[src/hdl/bk_host_pkg.sv]
// Sector transfer protocol towards the host.
// Block address width and the direction of a running transfer.
`default_nettype none

package bk_host_pkg;

	// Host block address
	localparam int LBA_W = 32;

	typedef logic [LBA_W-1:0] lba_t;

	// Load reads the image into RAM, save writes RAM out to the image
	typedef enum logic {
		DIR_LOAD = 1'b0,
		DIR_SAVE = 1'b1
	} xfer_dir_t;

endpackage

`default_nettype wire

[src/hdl/bk_sequencer.sv]
// Control for backup RAM loads and saves.
// Raises sd_rd or sd_wr per sector, steps the sector counter on each
// falling sd_ack and tracks the dirty flag that drives autosave.
`default_nettype none

module bk_sequencer
	import bk_host_pkg::*;
(
	input  logic clk_sys,
	input  logic reset,
	input  logic img_mounted,
	input  logic img_readonly,
	input  logic load_req,
	input  logic save_req,
	input  logic autosave,
	input  logic osd_open,
	input  logic bram_wr,
	input  logic sd_ack,
	input  logic last_sector,
	output logic sd_rd,
	output logic sd_wr,
	output logic busy,
	output logic pending,
	output logic sector_step,
	output logic sector_clear
);

	typedef enum logic [1:0] {
		ST_IDLE,
		ST_REQUEST,
		ST_XFER
	} state_t;

	state_t    state;
	xfer_dir_t dir;
	logic      enabled;

	logic load_d;
	logic load_rise;
	logic save_trig;
	logic save_d;
	logic save_rise;
	logic ack_d;
	logic ack_rise;
	logic ack_fall;
	logic start;
	logic sector_done;

	// Explicit save or dirty RAM with the menu open
	assign save_trig = save_req || (pending && osd_open && autosave);

	//////////////////////////////
	// Edge detection

	// Edges are registered so every action lands one clock later
	always_ff @(posedge clk_sys) begin
		if (reset) begin
			load_d    <= 1'b0;
			load_rise <= 1'b0;
			save_d    <= 1'b0;
			save_rise <= 1'b0;
			ack_d     <= 1'b0;
			ack_rise  <= 1'b0;
			ack_fall  <= 1'b0;
		end else begin
			load_d    <= load_req;
			load_rise <= load_req && !load_d;
			save_d    <= save_trig;
			save_rise <= save_trig && !save_d;
			ack_d     <= sd_ack;
			ack_rise  <= sd_ack && !ack_d;
			ack_fall  <= !sd_ack && ack_d;
		end
	end

	assign start       = (state == ST_IDLE) && enabled && (load_rise || save_rise);
	assign sector_done = (state == ST_XFER) && ack_fall;

	//////////////////////////////
	// Transfer FSM

	always_ff @(posedge clk_sys) begin
		if (reset) begin
			state <= ST_IDLE;
			dir   <= DIR_LOAD;
		end else begin
			case (state)
				ST_IDLE: begin
					if (start) begin
						state <= ST_REQUEST;
						// Load wins when both arrive together
						dir   <= load_rise ? DIR_LOAD : DIR_SAVE;
					end
				end
				ST_REQUEST: begin
					if (ack_rise)
						state <= ST_XFER;
				end
				ST_XFER: begin
					if (ack_fall)
						state <= last_sector ? ST_IDLE : ST_REQUEST;
				end
				default: state <= ST_IDLE;
			endcase
		end
	end

	assign sd_rd = (state == ST_REQUEST) && (dir == DIR_LOAD);
	assign sd_wr = (state == ST_REQUEST) && (dir == DIR_SAVE);
	assign busy  = (state != ST_IDLE);

	// Counter restarts at sector 0 and returns there after the last one
	assign sector_clear = start || (sector_done && last_sector);
	assign sector_step  = sector_done && !last_sector;

	//////////////////////////////
	// Enable and dirty flag

	always_ff @(posedge clk_sys) begin
		if (reset)
			enabled <= 1'b0;
		else if (img_mounted && !img_readonly)
			enabled <= 1'b1;
	end

	always_ff @(posedge clk_sys) begin
		if (reset)
			pending <= 1'b0;
		else if (start)
			pending <= 1'b0;
		else if (enabled && !osd_open && bram_wr)
			pending <= 1'b1;
	end

	// Request drops in the clock after the host ack is first seen
	a_req_drops_after_ack: assert property (@(posedge clk_sys) disable iff (reset)
		$past((sd_rd || sd_wr) && sd_ack, 2) |-> !(sd_rd || sd_wr))
		else $error("sector request still high two clocks after sd_ack");

endmodule

`default_nettype wire

[config.mk]
export PLATFORM = sky130hd
export DESIGN_NAME = bk_sequencer
export DESIGN_NICKNAME = d
export VERILOG_FILES = /design/src/hdl/bk_host_pkg.sv /design/src/hdl/bk_sequencer.sv
export SDC_FILE = /design/constraint.sdc
export NUM_CORES = 1
export LEC_CHECK = 0
export ABC_AREA = 1
export BUFFER_PORTS_ARGS = -buffer_cell sky130_fd_sc_hd__buf_2
export CORE_AREA = 2 2 39 41
export CTS_CLUSTER_DIAMETER = 100
export DETAILED_ROUTE_END_ITERATION = 6
export DIE_AREA = 0 0 41 43
export GPL_ROUTABILITY_DRIVEN = 1
export GPL_TIMING_DRIVEN = 1
export PLACE_DENSITY = 0.72
export SYNTH_ARGS = -nofsm -noshare
export SYNTH_HDL_FRONTEND = slang
export SYNTH_SLANG_ARGS = --single-unit
export TNS_END_PERCENT = 100
[constraint.sdc]
create_clock -name clk_sys -period 1 [get_ports clk_sys]
set_clock_uncertainty 0.1 [all_clocks]
set_input_delay 0.05 -clock clk_sys [delete_from_list [all_inputs] [get_ports clk_sys]]
set_output_delay 0.05 -clock clk_sys [all_outputs]
set_load 0.005 [all_outputs]
Word level (Yosys, flattened, before mapping). Cells that the tools add are included.

Output and inout port bits: 6. Bits in registers: 12.

Reduce and logical (&&, ||, !) cells: 31. Muxes and demuxes: 6. Equality and inequality tests: 5. Bitwise gates (word level): 1.

Operators by type and width (number): 1-bit logical AND (16); 1-bit zero test (7); 2-bit 2-to-1 mux (3); 2-bit != test, second input constant (3); 2-bit one-hot mux with 3 select lines (1); 1-bit logical OR (3); 3-bit AND reduction (1); 2-bit by 1-bit equality test with 1-bit output, second input constant (1); 2-bit equality test, second input constant (1); 2-bit zero test (1); 1-bit 2-to-1 mux (2); 2-bit AND reduction (1); 2-bit nonzero test (1); 2-bit OR reduction (1); 1-bit inverter (1).

Logic depth before layout (Yosys ltp). Gate-level depths: netlist (run 1).

Word-level depth: 5. Gate-level depth with buffers: 5. Gate-level depth less buffers: 5.

Least setup slack after synthesis (run 1). OpenSTA, ideal clock, no wires.

Kind: register -> register. From: register state[0]. To: register state[0]. Period minus slack after synthesis: 0.911 ns. Setup time: 0.113 ns. Setup slack: 0.089 ns. Data arrival time: 0.699 ns. Path buffers: 0. Stages on the path, launching flop included: 6. Cells stage by stage: dfxtp_1 inv_2 nand3b_1 nand2_1 nor2_1 nor2_1.

Word-level cells in the longest chain between the ends: 5.

RTL lines: from (decl) (line bk_sequencer.sv:34) `state_t state;`; from (signal assigned) (line bk_sequencer.sv:101) `state <= last_sector ? ST_IDLE : ST_REQUEST;`; 2-bit zero test (line bk_sequencer.sv:76, bk_sequencer.sv:87); 1-bit logical AND (2 in series) (line bk_sequencer.sv:76) `assign start = (state == ST_IDLE) && enabled && (load_rise || save_rise);`; 2-bit != test (no line); 3-bit AND reduction (no line).

Several ways; a longest one is shown, not always the timed one. A chain may end at the register's enable or synchronous reset.

Worst setup path after layout (run 1).
From: register state[0]. To: output sector_clear.

Word-level cells in the longest chain between the ends: 4.

RTL lines: 2-bit equality test or 2-bit zero test (tied branches) (line bk_sequencer.sv:77, bk_sequencer.sv:76); 1-bit logical AND, on equally long branches (line bk_sequencer.sv:77, bk_sequencer.sv:76); 1-bit logical AND, on equally long branches (line bk_sequencer.sv:113, bk_sequencer.sv:76); 1-bit logical OR * (line bk_sequencer.sv:113) `assign sector_clear = start || (sector_done && last_sector);`; to (decl) (line bk_sequencer.sv:25) `output logic sector_clear`.

Mark *: on every way between the ends. The rest lies on a longest branch, timed or not.

==> metrics.txt, run 1 <==
first-pass GRT wire length between 1.5 and 2 mm; mux share of post-synthesis cell area 0%; die area around 1800 µm²; CP max stage cell dfxtp_4; # H-tree levels 1; Critical Path RT ~0.85 ns; Rows 14; Max-cap violations 0; Post-Synth Simple-Gate Area between 30% and 40%; Wirelength per Cell between 10 and 15 µm; Syn Area/Cell 7.32 µm²; WS Path Type reg -> out; largest family of logic cells by synthesized area simple AND/OR/NAND/NOR gates; synth unique cells 15; area delta synth->final 62.7%; Clk pin slew, worst setup/hold paths roughly 0.080 ns; min-delay worst type in -> reg; fin. max-slew vios 0; starting density of the core approximately a third; HPWL after detailed placement 667 µm; failing checks negative setup slack; Pre-Repair DR Iteration Count 4; CTS root buf clkbuf_4; worst skew pair latency about 0.28 ns; CP max FO 3; Core ar. roughly 1400 µm²; CTS tree done; via count 516; Final #Nets approximately 110; maximum VDD drop slightly below 1000 µV; most frequent cells in the layout buf_2 (16), inv_1 (12), nor2_1 (10); CTS max path bufs 2; largest net degree at the start of global routing 11; layout cells sized above 1 between 30% and 40%; Buffers on Ports 16; RSZ-0062 raised after global routing true; Tmin final 1.20 ns; Setup-failing EPs final 8; Detail Route Antenna Nets 0; crit path launch type register; outcome finished, violations left; fraction of the mapped netlist area in adder cells 0%; gp weighted congestion between 0.7 and 0.8; Fmax 0.832 GHz; CTS Buf Count 3; Routed WL between 1 and 1.5 mm; Placed Cells just under 100; leakage roughly 0.40 nW; die height ~43 µm; measured slew at the worst slew-check pin between 0.15 and 0.2 ns; GRT Residual Overflow 0; Synth Area in XOR/XNOR 0%; Max-slew headroom 88.3%; initial antenna violation count 0; die span in x 41 µm; Critical Path Max Stage Delay 0.37 ns; Synth warnings 0; Yosys reg bits 12; Setup TNS -1.15 ns; Post-Layout Cell Count approximately 120; Diodes inserted 0; Placement Setup Slack 0.00524 ns; Netlist Area Pre-Place ~480 µm²; Total GRT Usage 15.3%; 1st-iter DRT viols 8; FILL cells between 100 and 150; Arr. time, crit path around 1.1 ns; number of remaining DRC errors 0; Pwr Density 1350 nW/µm²; I/O pin cnt 17; post-synthesis sequential area ratio roughly half; most common cell after layout, fill and taps aside buf_2; final hold violation count 0; Crit. End Element primary output; Tcrit/Tclk final 120%; Clock Sinks 12; Final Cell Area between 700 and 800 µm²; Final Worst Setup Slack -0.202 ns; vias per cell roughly 4.4; critical path, cell by cell nor2_4 > nand3_2 > o21ai_1 > buf_2; Synth Instances 66; Compound-Gate Fraction of Synth Area under 10%; vias in the first global route 429; Syn Nets slightly below 80; Placed Area slightly below 600 µm²
==> worst max-delay path, delay by kind of cell (launching register included) <==
kind	cells	cell delay [ns]
compound gates	1	0.08
buf+inv	1	0.12
flops	1	0.37
simple gates	2	0.20
==> final timing paths <==
path	start	endpoint	slack, ns	depth (start not counted)
worst max-delay path	state[0]	sector_clear	-0.20	4
worst min-delay path	autosave	save_d	0.04	5
worst max register to register	state[0]	pending	-0.13	6
worst min register to register	load_d	load_rise	0.29	1
==> layer usage <==
| layer | vias to the layer above | track usage (%) | part of all wire (%) |
|---|---|---|---|
| li1 | 273 | - | - |
| met1 | 230 | 14.5 | 40 |
| met2 | 13 | 26.9 | 55 |
| met3 | 0 | 7.85 | 5.1 |
| met4 | 0 | 4.00 | 0 |
| met5 | - | 0 | 0 |
==> flip-flops by register name, indices dropped and copies added, names as in the netlist <==
| signal | cells |
|---|---|
| pending | 1 |
| enabled | 1 |
| ack_d | 1 |
| state | 2 |
| load_rise | 1 |
| ack_fall | 1 |
| load_d | 1 |
| save_d | 1 |
| ack_rise | 1 |
| dir | 1 |
| save_rise | 1 |
==> power breakdown <==
| group | internal (W) | total (W) | switching, W |
|---|---|---|---|
| Sequential | 0.000499 | 0.000516 | 0.0000176 |
| Clock | 0.000221 | 0.000394 | 0.000172 |
| Combinational | 0.0000866 | 0.000152 | 0.0000652 |
==> final cells by class <==
class                      count  area, µm²  share of cell area (%)
clock buffer                   4       36.3                    4.62
inverter                      14       55.1                    7.01
multi-input combinational     39        206                    26.3
sequential                    12        249                    31.7
tap                           16       20.0                    2.55
timing repair buffer          31        219                    27.9
==> kinds of logic after synthesis <==
kind of cell           Yosys count
AO/OA/AOI/OAI                    7
buffers and inverters           15
flip-flops                      12
AND/OR/NAND/NOR                 32
==> synth_stat cells <==
cell type,instances,area share (%)
nand3b_1,3,4.7
nor2_2,1,1.3
nor2_1,11,8.5
nand2_1,9,7.0
inv_2,1,0.78
nor3_1,3,3.1
nand4_1,1,1.3
o21ai_0,1,1.0
nand3_2,1,2.1
o21ai_1,1,1.0
inv_1,13,10
nand3_1,3,3.1
buf_2,1,1.0
dfxtp_1,12,50
a21oi_1,5,5.2
==> stage by stage <==
stage	total power, W	utilization, %	hold WS [ns]
after floorplan	0.000584	-	0.0311
after global placement	0.000619	41.8	0.163
after detailed placement	0.000623	41.8	0.172
after global routing	0.00110	56.8	0.0555
after CTS	0.00106	55.5	0.0422
final	0.00106	56.8	0.0380
==> timing repair <==
item	4_1_cts	5_1_grt
endpoints found under the hold margin	11	0
gates resized for setup	9	4
hold buffers	9	0
pin swaps	2	2
cloned	0	0
buffers inserted	5	1
endpoints found under the setup margin	5	9
Power figures use the tool's default switching activity.
==> run 2: changes to the inputs <==
--- a/config.mk
+++ b/config.mk
@@ -14,6 +14,7 @@
 export GPL_ROUTABILITY_DRIVEN = 1
 export GPL_TIMING_DRIVEN = 1
 export PLACE_DENSITY = 0.72
+export REMOVE_ABC_BUFFERS = 1
 export SYNTH_ARGS = -nofsm -noshare
 export SYNTH_HDL_FRONTEND = slang
 export SYNTH_SLANG_ARGS = --single-unit
==> run 2 against run 1 <==
  * Largest power group unchanged
  * Utilization is the same
  * Setup slack lost 0.017 ns
  * The run still ends with negative setup slack left
  * Non-clock buffer count shrank 3
  * Hold slack gained 0.0019 ns
==> metrics.txt, run 2 (synthesized netlist as in run 1, its figures left out) <==
Final Worst Setup Slack -0.219 ns (-0.0169 ns); Diodes inserted 0 (unchanged); CTS max path bufs 2 (unchanged); largest net degree at the start of global routing 11 (unchanged); Clock Sinks 12 (unchanged); fin. max-slew vios 0 (unchanged); clock power share 37.1% (about the same); Final Power 0.00107 W (+0.69%); Crit. End Element primary output; Post-Layout Cell Count 113 (-2.6%); vias in the first global route 465 (+8.4%); initial antenna violation count 0 (unchanged); CP max FO 4 (+1); final hold violation count 0 (unchanged); sw frac 24.4% (+0.35 points); Arr. time, crit path 1.07 ns (+0.02 ns); Detail Route Antenna Nets 0 (unchanged); Wirelength per Cell 10.4 µm (+3.2%); Total GRT Usage 17.0% (+1.7 points); vias per cell 4.45 (about the same); RSZ-0062 raised after global routing true; I/O pin cnt 17 (unchanged); share of power burned in registers 48.5% (about the same); gp weighted congestion 0.764 (+1.9%); Clk pin slew, worst setup/hold paths 0.08 ns (about the same); Setup TNS -0.935 ns (+0.213 ns); switching power total 0.000261 W (+2.2%); min-delay worst type in -> reg; die span in x 41 µm (unchanged); Largest register FFs 2 (unchanged); Fmax 0.820 GHz (-1.4%); CTS Buf Count 3 (unchanged); FILL cells 129 (-4.4%); HPWL after detailed placement 639 µm (-4.2%); Max-cap violations 0 (unchanged); most frequent cells in the layout buf_2 (15), inv_1 (11), nor2_1 (9), dfxtp_1 (9), dlygate4sd3_1 (9); layout cells sized above 1 39.2% (+3.2 points); Core ar. 1380 µm² (unchanged); r2r setup slk -0.01 ns (+0.12 ns); Buffers on Ports 16 (unchanged); worst skew pair latency 0.28 ns (about the same); number of remaining DRC errors 0 (unchanged); first-pass GRT wire length 1.88 mm (+9.6%); Rows 14 (unchanged); CTS root buf clkbuf_4; 1st-iter DRT viols 6 (-2); Pre-Repair DR Iteration Count 4 (unchanged); maximum VDD drop 621 µV (-36%); die area 1760 µm² (unchanged); die height 43 µm (unchanged); Final #Nets 109 (-2.7%); most common cell after layout, fill and taps aside buf_2; GRT Residual Overflow 0 (unchanged); failing checks negative setup slack; via count 503 (-2.5%); CTS tree done; internal power 0.000808 W (+0.23%); measured slew at the worst slew-check pin 0.172 ns (-0.00366 ns); Placement Setup Slack 0.00775 ns (+0.00250 ns); leakage 0.383 nW (-3.9%); Placed Cells 97 (unchanged); WS Path Type reg -> out; Routed WL 1.17 mm (+0.51%); final core occ 56.8% (unchanged); crit path launch type register; starting density of the core 34.9% (unchanged); Tcrit/Tclk final 122% (+1.7 points); combinational share of power 14.5% (+0.2 points); Biggest register state; Pwr Density 1360 nW/µm² (+0.69%); Max-slew headroom 88.5% (+0.23 points); Setup-failing EPs final 6 (-2); # H-tree levels 1 (unchanged); area delta synth->final 62.7% (unchanged); outcome finished, violations left; Tmin final 1.22 ns (+0.0169 ns); Critical Path RT 0.85 ns (about the same)
## run 2: area by class of cell
| class | count | area, µm² | area share [%] |
|---|---|---|---|
| sequential | 12 | 249 | 31.7 |
| multi-input combinational | 39 | 219 | 27.9 |
| timing repair buffer | 28 | 206 | 26.3 |
| inverter | 14 | 55.1 | 7.01 |
| clock buffer | 4 | 36.3 | 4.62 |
| tap | 16 | 20.0 | 2.55 |
## run 2: worst paths after layout
check                                     to      from  depth (start not counted)
worst min-delay path               save_rise  autosave                          5
worst max register to register           dir  state[0]                          4
worst min register to register     load_rise    load_d                          1
worst max-delay path            sector_clear  state[0]                          4
## run 2: critical path: stages, from the launching register on
cell     delay [ns]
dfxtp_4        0.37
nor2_4         0.13
nand3_2        0.09
o21ai_1        0.08
buf_2          0.12
## run 2: power by group through the flow
stage               Sequential [W]  Clock (W)  Combinational (W)
floorplan                 0.000525          0          0.0000542
global placement          0.000527          0          0.0000927
detailed placement        0.000528          0          0.0000938
CTS                       0.000516   0.000412           0.000135
global route              0.000522   0.000425           0.000171
finish                    0.000518   0.000396           0.000155
## run 2: layer usage
metal  GRT usage, %  vias to the layer above  part of all wire, %
met5              0                        -                    0
met4           14.0                        0                  3.4
met3           6.28                        5                  4.9
li1               -                      266                    -
met2           25.0                       11                   52
met1           18.0                      221                   39
## run 2: timing repair
action / 4_1_cts / 5_1_grt
endpoints found under the hold margin: 11 / 0
endpoints found under the setup margin: 5 / 9
buffers inserted: 3 / 0
gates resized for setup: 9 / 11
pin swaps: 2 / 5
hold buffers: 9 / 0
## run 2: through the flow
| stage | hold slack [ns] | cell area [µm²] |
|---|---|---|
| after floorplan | 0.0191 | 478 |
| after global placement | 0.163 | 578 |
| after detailed placement | 0.173 | 578 |
| after CTS | 0.0131 | 749 |
| after global routing | 0.0804 | 786 |
| final | 0.0399 | 786 |
