`config.mk`:
```
export PLATFORM = sky130hd
export DESIGN_NAME = sector_counter
export DESIGN_NICKNAME = d
export VERILOG_FILES = /design/src/hdl/bk_host_pkg.sv /design/src/hdl/sector_counter.sv
export SDC_FILE = /design/constraint.sdc
export NUM_CORES = 1
export LEC_CHECK = 0
export BUFFER_PORTS_ARGS = -buffer_cell sky130_fd_sc_hd__buf_2
export CORE_UTILIZATION = 57
export CTS_BUF_LIST = sky130_fd_sc_hd__clkbuf_16
export DETAILED_ROUTE_END_ITERATION = 7
export PLACE_DENSITY = 0.88
export SYNTH_ARGS = -nofsm -noshare
export SYNTH_HDL_FRONTEND = slang
export SYNTH_SLANG_ARGS = --single-unit
```
`constraint.sdc`:
```
create_clock -name clk_sys -period 3.9 [get_ports clk_sys]
set_clock_uncertainty 0.15 [all_clocks]
set_input_delay 0.39 -clock clk_sys [delete_from_list [all_inputs] [get_ports clk_sys]]
set_output_delay 0.39 -clock clk_sys [all_outputs]
set_load 0.1 [all_outputs]
```
`src/hdl/bk_host_pkg.sv`:
```
// Sector transfer protocol towards the host.
// Block address width and the direction of a running transfer.
`default_nettype none

package bk_host_pkg;

	// Host block address
	localparam int LBA_W = 32;

	typedef logic [LBA_W-1:0] lba_t;

	// Load reads the image into RAM, save writes RAM out to the image
	typedef enum logic {
		DIR_LOAD = 1'b0,
		DIR_SAVE = 1'b1
	} xfer_dir_t;

endpackage

`default_nettype wire

```
`src/hdl/sector_counter.sv`:
```
// Sector index of the running transfer, presented as the host block
// address. Cleared when a transfer starts or ends, stepped between sectors.
`default_nettype none

module sector_counter
	import bk_host_pkg::*;
#(
	parameter int BRAM_ADDR_W = 11
) (
	input  logic clk_sys,
	input  logic reset,
	input  logic sector_step,
	input  logic sector_clear,
	output lba_t sd_lba,
	output logic last_sector
);

	localparam int   SECTORS     = 2 ** (BRAM_ADDR_W - 9);
	localparam lba_t LAST_SECTOR = lba_t'(SECTORS - 1);

	always_ff @(posedge clk_sys) begin
		if (reset || sector_clear)
			sd_lba <= '0;
		else if (sector_step)
			sd_lba <= sd_lba + lba_t'(1);
	end

	assign last_sector = (sd_lba == LAST_SECTOR);

	// Sequencer stops stepping at the final sector
	a_lba_in_range: assert property (@(posedge clk_sys) disable iff (reset)
		sd_lba <= LAST_SECTOR)
		else $error("sd_lba stepped beyond the last sector");

endmodule

`default_nettype wire

```
Yosys cells after proc, flatten, opt, wreduce, memory -nomap -nowiden:

Index checks and enable logic that the tools add are counted.

* register bits after elaboration: 32
* bits of input ports: 4
* output and inout port bits: 33

* add/sub/neg operators: 1
* eq/ne operators: 1
* reductions and logical operators: 1

Operators with widths (number)
* $add 32x1->32 const B: 1
* $eq 32x2->1 const B: 1
* $logic_or 1x1->1: 1

Logic depth before layout (Yosys ltp):

Gate-level depths: netlist of the first run.

* word-level depth: 1
* depth in mapped cells: 7
* gate-level depth less buffers: 4

Worst setup path after synthesis of the first run:

OpenSTA, ideal clock, no wires.

* kind: reg2out
* from: register sd_lba[0]
* to: output last_sector
* data arrival time: 2.925 ns
* slack: 0.435 ns
* cell stages (with the launch flop): 5
* cell sequence: dfxtp_1 -> ha_1 -> nor4b_1 -> nand4_1 -> nor2_1

* word-level cells in the longest chain between the ends: 1

Ends and longest elaborated chain
* start: declaration: line sector_counter.sv:14 `output lba_t sd_lba,`
* start signal: assignment: line sector_counter.sv:25 `sd_lba <= sd_lba + lba_t'(1);`
* $eq 32x2->1: line sector_counter.sv:28 `assign last_sector = (sd_lba == LAST_SECTOR);`
* end: declaration: line sector_counter.sv:15 `output logic last_sector`

No other way between the ends.

Worst setup path after layout of the first run:

Same ends and word-level chain as after synthesis.

==> results.ini, run 1 <==
[detailed_routing]
firstDrtPassIters=4
routedWlPerCell_um=15.83
wirelength_um=4115
ant_nets=0
drcViolationCount=0
vias_per_cell=6.592
via_count=1714
drtIter0Drc=65

[floorplan]
start_util_pct=62.66
die-area_um2=3064
fp-row-count=18
boundaryPins=37
die_y_um=55.36
core_area_um2=2590
die_x_um=55.36

[yosys]
ys_seq_area_share_pct=39.48
synth_fp_nets=200
synthArstFlopShare_pct=0
synth-seq-cells=32
synth_warnings=0
synth_area_leader_cell=dfxtp_1
ys.flop_type=dfxtp_1
synth.avg_cell_area_um2=8.365
synth_area_leaders=dfxtp_1 39%, a21oi_1 4.9%, nand4_1 4.6%
synth_top_area_share_pct=39.48
synth-edff-count=0
ys_types=28
synth_area_um2=1623
syn_inst=194

[cts]
ctsHtreeMaxLevel=2
cts_tree=built
max-clock-path-buffers=2
cts_setup_buffers=0
ctsRootBufferMaster=clkbuf_16
ctsHoldBuffers=0
path_clk_slew_ns=0.05
clk_latency_ns=0.28
cts_resized=0
numCtsBuffers=5
clkSinkCount=32

[place]
hpwl_um=2747
placed_cell_area_um2=1800
io_buffers=36
finalWeightedCongestion=0.8142
post-place-ws_ns=1.511

[cells_and_area]
syn2layout_area_growth_pct=21.05
nets=235
design_area_um2=1964
top_register=sd_lba
num_antenna_cells=0
largest_register_ffs=32
top_regs=sd_lba x32
drive_gt1_share_pct=19.57

[outcome]
status=completed

[global_route]
grt_pass1_vias=1498
grt_pass1_wl_um=6810
grt_max_degree=28
grt_usage_pct=27.66
antenna_found_initial=0
gr-total-overflow=0

[timing]
finalMaxSlewViolations=0
fin_setup_tns_ns=0
finalHoldViolations=0
rsz0062_at_grt=false
fin_hold_ws_ns=0.3004
period_minus_slack_ns=2.431
finalSetupViolCount=0
slew_headroom_pct=50.80
setup_slack_ns=1.469
fmax_ghz=0.4114
timing.final.crit_share_pct=62.33
tightest_slew_ns=0.7313

[worst_setup_path]
worstSetupEndpointType=output port
crit_path_cell_trace=ha_1 -> nor4b_1 -> nand4_1 -> nor2_1 -> buf_2
arrival_ns=1.89
reg2reg_to=sd_lba[24]$_SDFFE_PP0P_
critPathLaunch=sd_lba[0]$_SDFFE_PP0P_
rr_worst_depth=4
worst_setup_path_start_kind=register
required_ns=3.36
critPathMaxFanout=6
worstSetupPathType=reg -> out
cp-endpoint=last_sector
r2r_start=sd_lba[2]$_SDFFE_PP0P_
cpPeakStageDelay_ns=0.43
rrSetupSlack_ns=1.50
cpMaxStageDelayCell=dfxtp_1

[run]
maxCapViolCount=0

[min_path]
hp-class=in -> reg

[power_and_ir_drop]
power.leakage_nw=0.7580
ir_drop_uv=435.4
p_per_area_nw_per_um2=398.8

cells in the final DEF (no fill, tap or decap), drive strengths merged, types with 5 or more instances in the layout:
master	Yosys	final
buf	4	36
xor2	5	5
nand3	10	10
o31ai	8	8
mux2i	6	6
or3	11	11
o21ai	8	8
nor2	13	13
and4	7	7
or4	9	9
inv	5	6
nand4	13	13
a21oi	16	16
clkbuf	4	5
nand2	15	15
dfxtp	32	32
nor4	11	11
cells in the mapped netlist, drive strengths merged, types with 3 or more instances:
cell type	number
a21oi	16
and3	3
and4	7
buf	4
clkbuf	4
dfxtp	32
inv	5
mux2i	6
nand2	15
nand3	10
nand4	13
nor2	13
nor3	3
nor4	11
o21ai	8
o31ai	8
or3	11
or4	9
xnor2	4
xor2	5
worst min-delay path by stage:
stage | startpoint | endpoint | slack, ns | depth (start not counted)
after floorplan | reset | sd_lba[25]$_SDFFE_PP0P_ | 0.42 | 2
after global placement | sd_lba[31]$_SDFFE_PP0P_ | sd_lba[31]$_SDFFE_PP0P_ | 0.33 | 2
after detailed placement | sd_lba[30]$_SDFFE_PP0P_ | sd_lba[30]$_SDFFE_PP0P_ | 0.34 | 2
after CTS | reset | sd_lba[25]$_SDFFE_PP0P_ | 0.30 | 3
after global routing | reset | sd_lba[28]$_SDFFE_PP0P_ | 0.32 | 3
final | reset | sd_lba[25]$_SDFFE_PP0P_ | 0.30 | 3
area by class of cell:
cell class | instances | area (um2)
Fill cell | 203 | 625.6
Tap cell | 30 | 37.54
Sequential cell | 32 | 640.6
Clock buffer | 5 | 125.1
Clock inverter | 3 | 38.79
Multi-Input combinational cell | 149 | 923.4
Timing Repair Buffer | 36 | 180.2
Inverter | 5 | 18.77
critical path: cells and delay by family (launching register included):
family,cells,cell delay (ns)
AND/OR/NAND/NOR,3,0.53
buffers and inverters,1,0.43
flip-flops,1,0.43
adder cells (fa/ha/maj),1,0.22
power breakdown:
group,total [mW],internal (mW),switching [mW]
Combinational,0.0206,0.00512,0.0155
Clock,0.433,0.297,0.136
Sequential,0.329,0.328,0.00119
Total,0.783,0.630,0.153
per-layer routing:
layer / GRT usage, % / part of all wire, % / vias up
met2: 42.86 / 48 / 72
met3: 6.323 / 6.4 / 10
met4: 14.64 / 2.1 / 0
met1: 35.75 / 43 / 820
met5: 0 / 0 / -
li1: - / - / 812
stage by stage:
step,std cells,util [%],power [mW]
floorplan,194,-,0.3516
global placement,252,69.52,0.3556
detailed placement,252,69.52,0.3565
CTS,260,75.85,0.7875
global route,260,75.85,0.8017
finish,260,75.85,0.7834
cell families after synthesis:
kind of cell               count (synthesis)  share of synthesized area, %
and+or+nand+nor                           99                         35.16
AOI/OAI and AO/OA                         33                         11.64
DFF                                       32                         39.48
buffers and inverters                     13                         3.623
xor gates and xnor gates                   9                         4.857
muxes                                      6                         3.701
adders and majority gates                  2                         1.542
Note: power is estimated with default switching activity, not from simulation.
==> run 2: changes to the inputs <==
CORE_UTILIZATION = 53   (was 57)
PLACE_DENSITY = 0.83   (was 0.88)
clock period = 2.31 ns   (was 3.9 ns; I/O delays follow)
==> run 2 against run 1 <==
The flow now finishes with violations (DRC). Die area increased by 7.3%. Sequential cell count unchanged. Final cell count increased by 1.2%. Routed wire length decreased by 0.87%. Utilization decreased by 4.7 points. Global-route usage decreased by 0.49 points. Setup slack got worse by 1.3 ns. Critical path depth unchanged. Worst hold slack got worse by 0.14 ns. Via count decreased by 0.53%. Largest cell class unchanged.
==> results.ini, run 2 (synthesis results as in run 1) <==
[power_and_ir_drop]
power.leakage_nw=0.7710  ; +1.7%
p_per_area_nw_per_um2=591.8  ; +48%
p_int_mw=0.9417  ; +49%
switching_power_mw=0.2489  ; +63%
ir_drop_uv=613.7  ; +41%
finalPower_mw=1.191  ; +52%
comb_power_share_pct=3.0  ; +0.4 points
p_clk_share_pct=50.9  ; -4.4 points
seqPwrFrac_pct=46.1  ; +4.1 points
switching_share_pct=20.91  ; +1.4 points

[cts]
ctsHoldBuffers=0  ; unchanged
cts_resized=0  ; unchanged
clkSinkCount=32  ; unchanged
clk_latency_ns=0.27  ; about the same
numCtsBuffers=5  ; unchanged
cts_setup_buffers=0  ; unchanged
ctsRootBufferMaster=clkbuf_16
ctsHtreeMaxLevel=2  ; unchanged
max-clock-path-buffers=2  ; unchanged
cts_tree=built
path_clk_slew_ns=0.05  ; about the same

[min_path]
hp-class=in -> reg

[worst_setup_path]
required_ns=1.93  ; -1.43 ns
crit_path_cell_trace=ha_1 -> nor4b_1 -> nand4_1 -> nor2_4 -> buf_2
arrival_ns=1.81  ; -0.08 ns
cpPeakStageDelay_ns=0.43  ; about the same
cpMaxStageDelayCell=buf_2
worstSetupEndpointType=output port
critPathMaxFanout=6  ; unchanged
worst_setup_path_start_kind=register
worstSetupPathType=reg -> out
rrSetupSlack_ns=0.21  ; -1.29 ns

[cells_and_area]
fin_util_pct=71.12  ; -4.7 points
top_register=sd_lba
top_regs=sd_lba x32
largest_register_ffs=32  ; unchanged
nets=237  ; +0.85%
num_antenna_cells=0  ; unchanged
drive_gt1_share_pct=30.60  ; +11 points
final_common_cell=buf_2
syn2layout_area_growth_pct=23.98
fin_cells=263  ; +1.2%
final_cell_mix=36 x buf_2, 17 x dfxtp_2, 16 x a21oi_1

[timing]
fin_setup_tns_ns=0  ; unchanged
finalSetupViolCount=0  ; unchanged
period_minus_slack_ns=2.191
slew_headroom_pct=59.77  ; +9.0 points
fin_hold_ws_ns=0.1634  ; -0.1370 ns
timing.final.crit_share_pct=94.84
tightest_slew_ns=0.5979  ; -0.1333 ns
finalHoldViolations=0  ; unchanged
fmax_ghz=0.4565
finalMaxSlewViolations=0  ; unchanged
rsz0062_at_grt=false

[floorplan]
boundaryPins=37  ; unchanged
fp-row-count=19  ; +1
die_y_um=57.34  ; +3.6%
core_area_um2=2829  ; +9.2%
die_x_um=57.34  ; +3.6%
start_util_pct=57.36  ; -5.3 points
die-area_um2=3287  ; +7.3%

[outcome]
violations=DRC
status=finished, violations left

[detailed_routing]
ant_nets=0  ; unchanged
drtIter0Drc=92  ; +42%
firstDrtPassIters=6  ; +2
vias_per_cell=6.483  ; -1.7%
wirelength_um=4079  ; -0.87%
drcViolationCount=8  ; +8
via_count=1705  ; -0.53%
routedWlPerCell_um=15.51  ; -2.0%

[global_route]
gr-total-overflow=0  ; unchanged
grt_usage_pct=27.17  ; -0.49 points
grt_max_degree=28  ; unchanged
grt_pass1_vias=1460  ; -2.5%
grt_pass1_wl_um=6775  ; -0.51%
antenna_found_initial=0  ; unchanged

[run]
maxCapViolCount=0  ; unchanged

[place]
io_buffers=36  ; unchanged
dp.cells=255  ; +1.2%
finalWeightedCongestion=0.7822  ; -3.9%
hpwl_um=2845  ; +3.6%

-- run 2: final cells by class --
type / count / area, um2
timing repair buffer: 38 / 195.2
tap: 31 / 38.79
clock inverter: 3 / 11.26
fill: 221 / 817.0
multi-input combinational: 149 / 934.6
inverter: 5 / 18.77
sequential: 32 / 688.2
clock buffer: 5 / 125.1
-- run 2: final timing paths --
path / from / end / depth (start not counted)
worst max-delay path: sd_lba[0]$_SDFFE_PP0P_ / last_sector / 5
worst min-delay path: sector_step / sd_lba[0]$_SDFFE_PP0P_ / 3
worst max register to register: sd_lba[0]$_SDFFE_PP0P_ / sd_lba[19]$_SDFFE_PP0P_ / 4
worst min register to register: sd_lba[31]$_SDFFE_PP0P_ / sd_lba[31]$_SDFFE_PP0P_ / 2
-- run 2: power groups by stage --
stage | clock (mW) | combinational (mW) | sequential, mW
after floorplan | 0 | 0.0176 | 0.569
after global placement | 0 | 0.0337 | 0.559
after detailed placement | 0 | 0.0356 | 0.560
after CTS | 0.613 | 0.0356 | 0.549
after global routing | 0.639 | 0.0381 | 0.548
final | 0.606 | 0.0355 | 0.549
-- run 2: per-layer routing --
metal  vias up  GRT usage [%]  part of all wire [%]
li1        812              -                     -
met3         8          6.803                   6.0
met1       815          33.38                    44
met2        70          45.38                    49
met4         0          11.50                   1.7
met5         -              0                     0
-- run 2: critical path: cells and delay by family (launching register included) --
family	cells	cell delay (ns)
buf+inv	1	0.43
simple gates	3	0.56
fa+ha+maj	1	0.17
flops	1	0.37
-- run 2: per-stage QoR --
step	worst slack (ns)	area, um2
4_1_cts	0.03523	2008
2_1_floorplan	0.005766	1678
3_5_place_dp	0.06171	1872
3_3_place_gp	0.1692	1872
6_report	0.1193	2012
5_1_grt	0.06415	2012
==> run 3: changes to the inputs <==
clock period = 2.32 ns   (was 2.31 ns; I/O delays follow)
==> run 3 against run 2 <==
The flow still finishes with violations (DRC). Worst hold slack got worse by 0.0074 ns. Largest power group unchanged. Clock power rose by 1%. Final cell count fell by 0.38%. Critical endpoint unchanged. Utilization fell by 0.31 points.
==> results.ini, run 3 (synthesis results as in run 1) <==
[detailed_routing]
drtIter0Drc=96  ; +4.3%
firstDrtPassIters=6  ; unchanged
routedWlPerCell_um=15.89  ; +2.4%
via_count=1706  ; +0.059%
drcViolationCount=4  ; -4
ant_nets=0  ; unchanged
vias_per_cell=6.511  ; +0.44%
wirelength_um=4163  ; +2.1%

[power_and_ir_drop]
power.leakage_nw=0.7622  ; -1.1%
ir_drop_uv=500.5  ; -18%
p_per_area_nw_per_um2=597.8  ; +1.0%

[worst_setup_path]
required_ns=1.94  ; about the same
critPathMaxFanout=6  ; unchanged
crit_path_cell_trace=ha_1 -> nor4b_1 -> nand4_1 -> nor2_4 -> clkbuf_4
cp_top_family=simple AND/OR/NAND/NOR gates
cpMaxStageDelayCell=dfxtp_4
cpPeakStageDelay_ns=0.37  ; -0.06 ns
arrival_ns=1.84  ; +0.03 ns
worstSetupEndpointType=output port
path_buf_inv=1  ; unchanged
worstSetupPathType=reg -> out
worst_setup_path_start_kind=register

[place]
io_buffers=36  ; unchanged
dp.cells=254  ; -0.39%
hpwl_um=2771  ; -2.6%
finalWeightedCongestion=0.7711  ; -1.4%
post-place-ws_ns=0.06744  ; +0.005729 ns

[timing]
finalSetupViolCount=0  ; unchanged
timing.final.crit_share_pct=95.97
fmax_ghz=0.4492
slew_headroom_pct=59.69  ; -0.082 points
tightest_slew_ns=0.5992  ; +0.001221 ns
fin_setup_tns_ns=0  ; unchanged
fin_hold_ws_ns=0.1560  ; -0.007363 ns
setup_slack_ns=0.09360  ; -0.02570 ns
finalHoldViolations=0  ; unchanged
finalMaxSlewViolations=0  ; unchanged
period_minus_slack_ns=2.226
rsz0062_at_grt=false

[cells_and_area]
fin_util_pct=70.81  ; -0.31 points
num_antenna_cells=0  ; unchanged
fillers=243  ; +10%
top_regs=sd_lba x32
top_register=sd_lba
largest_register_ffs=32  ; unchanged
multi_input_area_um2=934.6  ; unchanged
drive_gt1_share_pct=30.74  ; +0.13 points
final_common_cell=buf_2
fin_cells=262  ; -0.38%
syn2layout_area_growth_pct=23.44
final_cell_mix=35 x buf_2, 18 x dfxtp_2, 16 x a21oi_1
register_area_um2=681.9  ; -0.91%
nets=236  ; -0.42%

[floorplan]
start_util_pct=57.36  ; unchanged
fp-row-count=19  ; unchanged
die_x_um=57.34  ; unchanged
boundaryPins=37  ; unchanged
core_area_um2=2829  ; unchanged
die-area_um2=3287  ; unchanged
die_y_um=57.34  ; unchanged

[run]
maxCapViolCount=0  ; unchanged

[outcome]
violations=DRC
status=finished, violations left

[global_route]
grt_usage_pct=27.29  ; +0.12 points
grt_pass1_wl_um=6775  ; unchanged
gr-total-overflow=0  ; unchanged
grt_max_degree=28  ; unchanged
grt_pass1_vias=1483  ; +1.6%
antenna_found_initial=0  ; unchanged

[cts]
clkSinkCount=32  ; unchanged
path_clk_slew_ns=0.05  ; about the same
ctsHtreeMaxLevel=2  ; unchanged
ctsRootBufferMaster=clkbuf_16
numCtsBuffers=5  ; unchanged
max-clock-path-buffers=2  ; unchanged
clk_latency_ns=0.28  ; about the same
cts_tree=built

[min_path]
hp-class=in -> reg

## run 3: changes by cell type in the layout (fill, tap and decap cells not counted), sizes merged
cell | before | now
buf | 38 | 36
clkbuf | 5 | 6
clkinv | 1 | 3
inv | 7 | 5
## run 3: tightest hold or removal path, cell delays in order
cell and delay [ns]:
buf_2 0.13, or3_1 0.11, mux2i_1 0.05
## run 3: final timing paths
check,from,to,slack [ns],cells past startpoint
min reg2reg,sd_lba[24]$_SDFFE_PP0P_,sd_lba[24]$_SDFFE_PP0P_,0.34,2
max,sd_lba[0]$_SDFFE_PP0P_,last_sector,0.09,5
min,reset,sd_lba[27]$_SDFFE_PP0P_,0.16,3
max reg2reg,sd_lba[2]$_SDFFE_PP0P_,sd_lba[19]$_SDFFE_PP0P_,0.24,4
## run 3: power breakdown
part / internal [mW] / total [mW] / switching [mW]
clock network: 0.388 / 0.614 / 0.226
registers: 0.546 / 0.549 / 0.00212
logic: 0.00862 / 0.0349 / 0.0263
total: 0.944 / 1.20 / 0.254
## run 3: metal layers
layer	up-vias	share of wire, %	global-route usage (%)	wire, um
li1	817	-	-	-
met1	802	43	36.05	1794
met2	79	49	42.35	2021
met3	8	6.7	7.710	278
met4	0	1.7	10.80	69
met5	-	0	0	0
## run 3: final cells by class
class | count | share of cell area, %
Timing Repair Buffer | 37 | 9.494
Tap cell | 31 | 1.936
Sequential cell | 32 | 34.04
Clock buffer | 5 | 6.246
Multi-Input combinational cell | 149 | 46.66
Clock inverter | 3 | 0.6871
Inverter | 5 | 0.9369
## run 3: stage by stage
step	instance area (um2)	total power, mW
finish	2003	1.198
global placement	1858	0.5933
global route	2003	1.241
CTS	1997	1.205
detailed placement	1858	0.5946
floorplan	1672	0.5860
## run 3: timing repair
item,CTS,global route
hold buffers,0,0
endpoints found under the setup margin,0,4
gates resized for setup,0,2
setup buffers,0,0
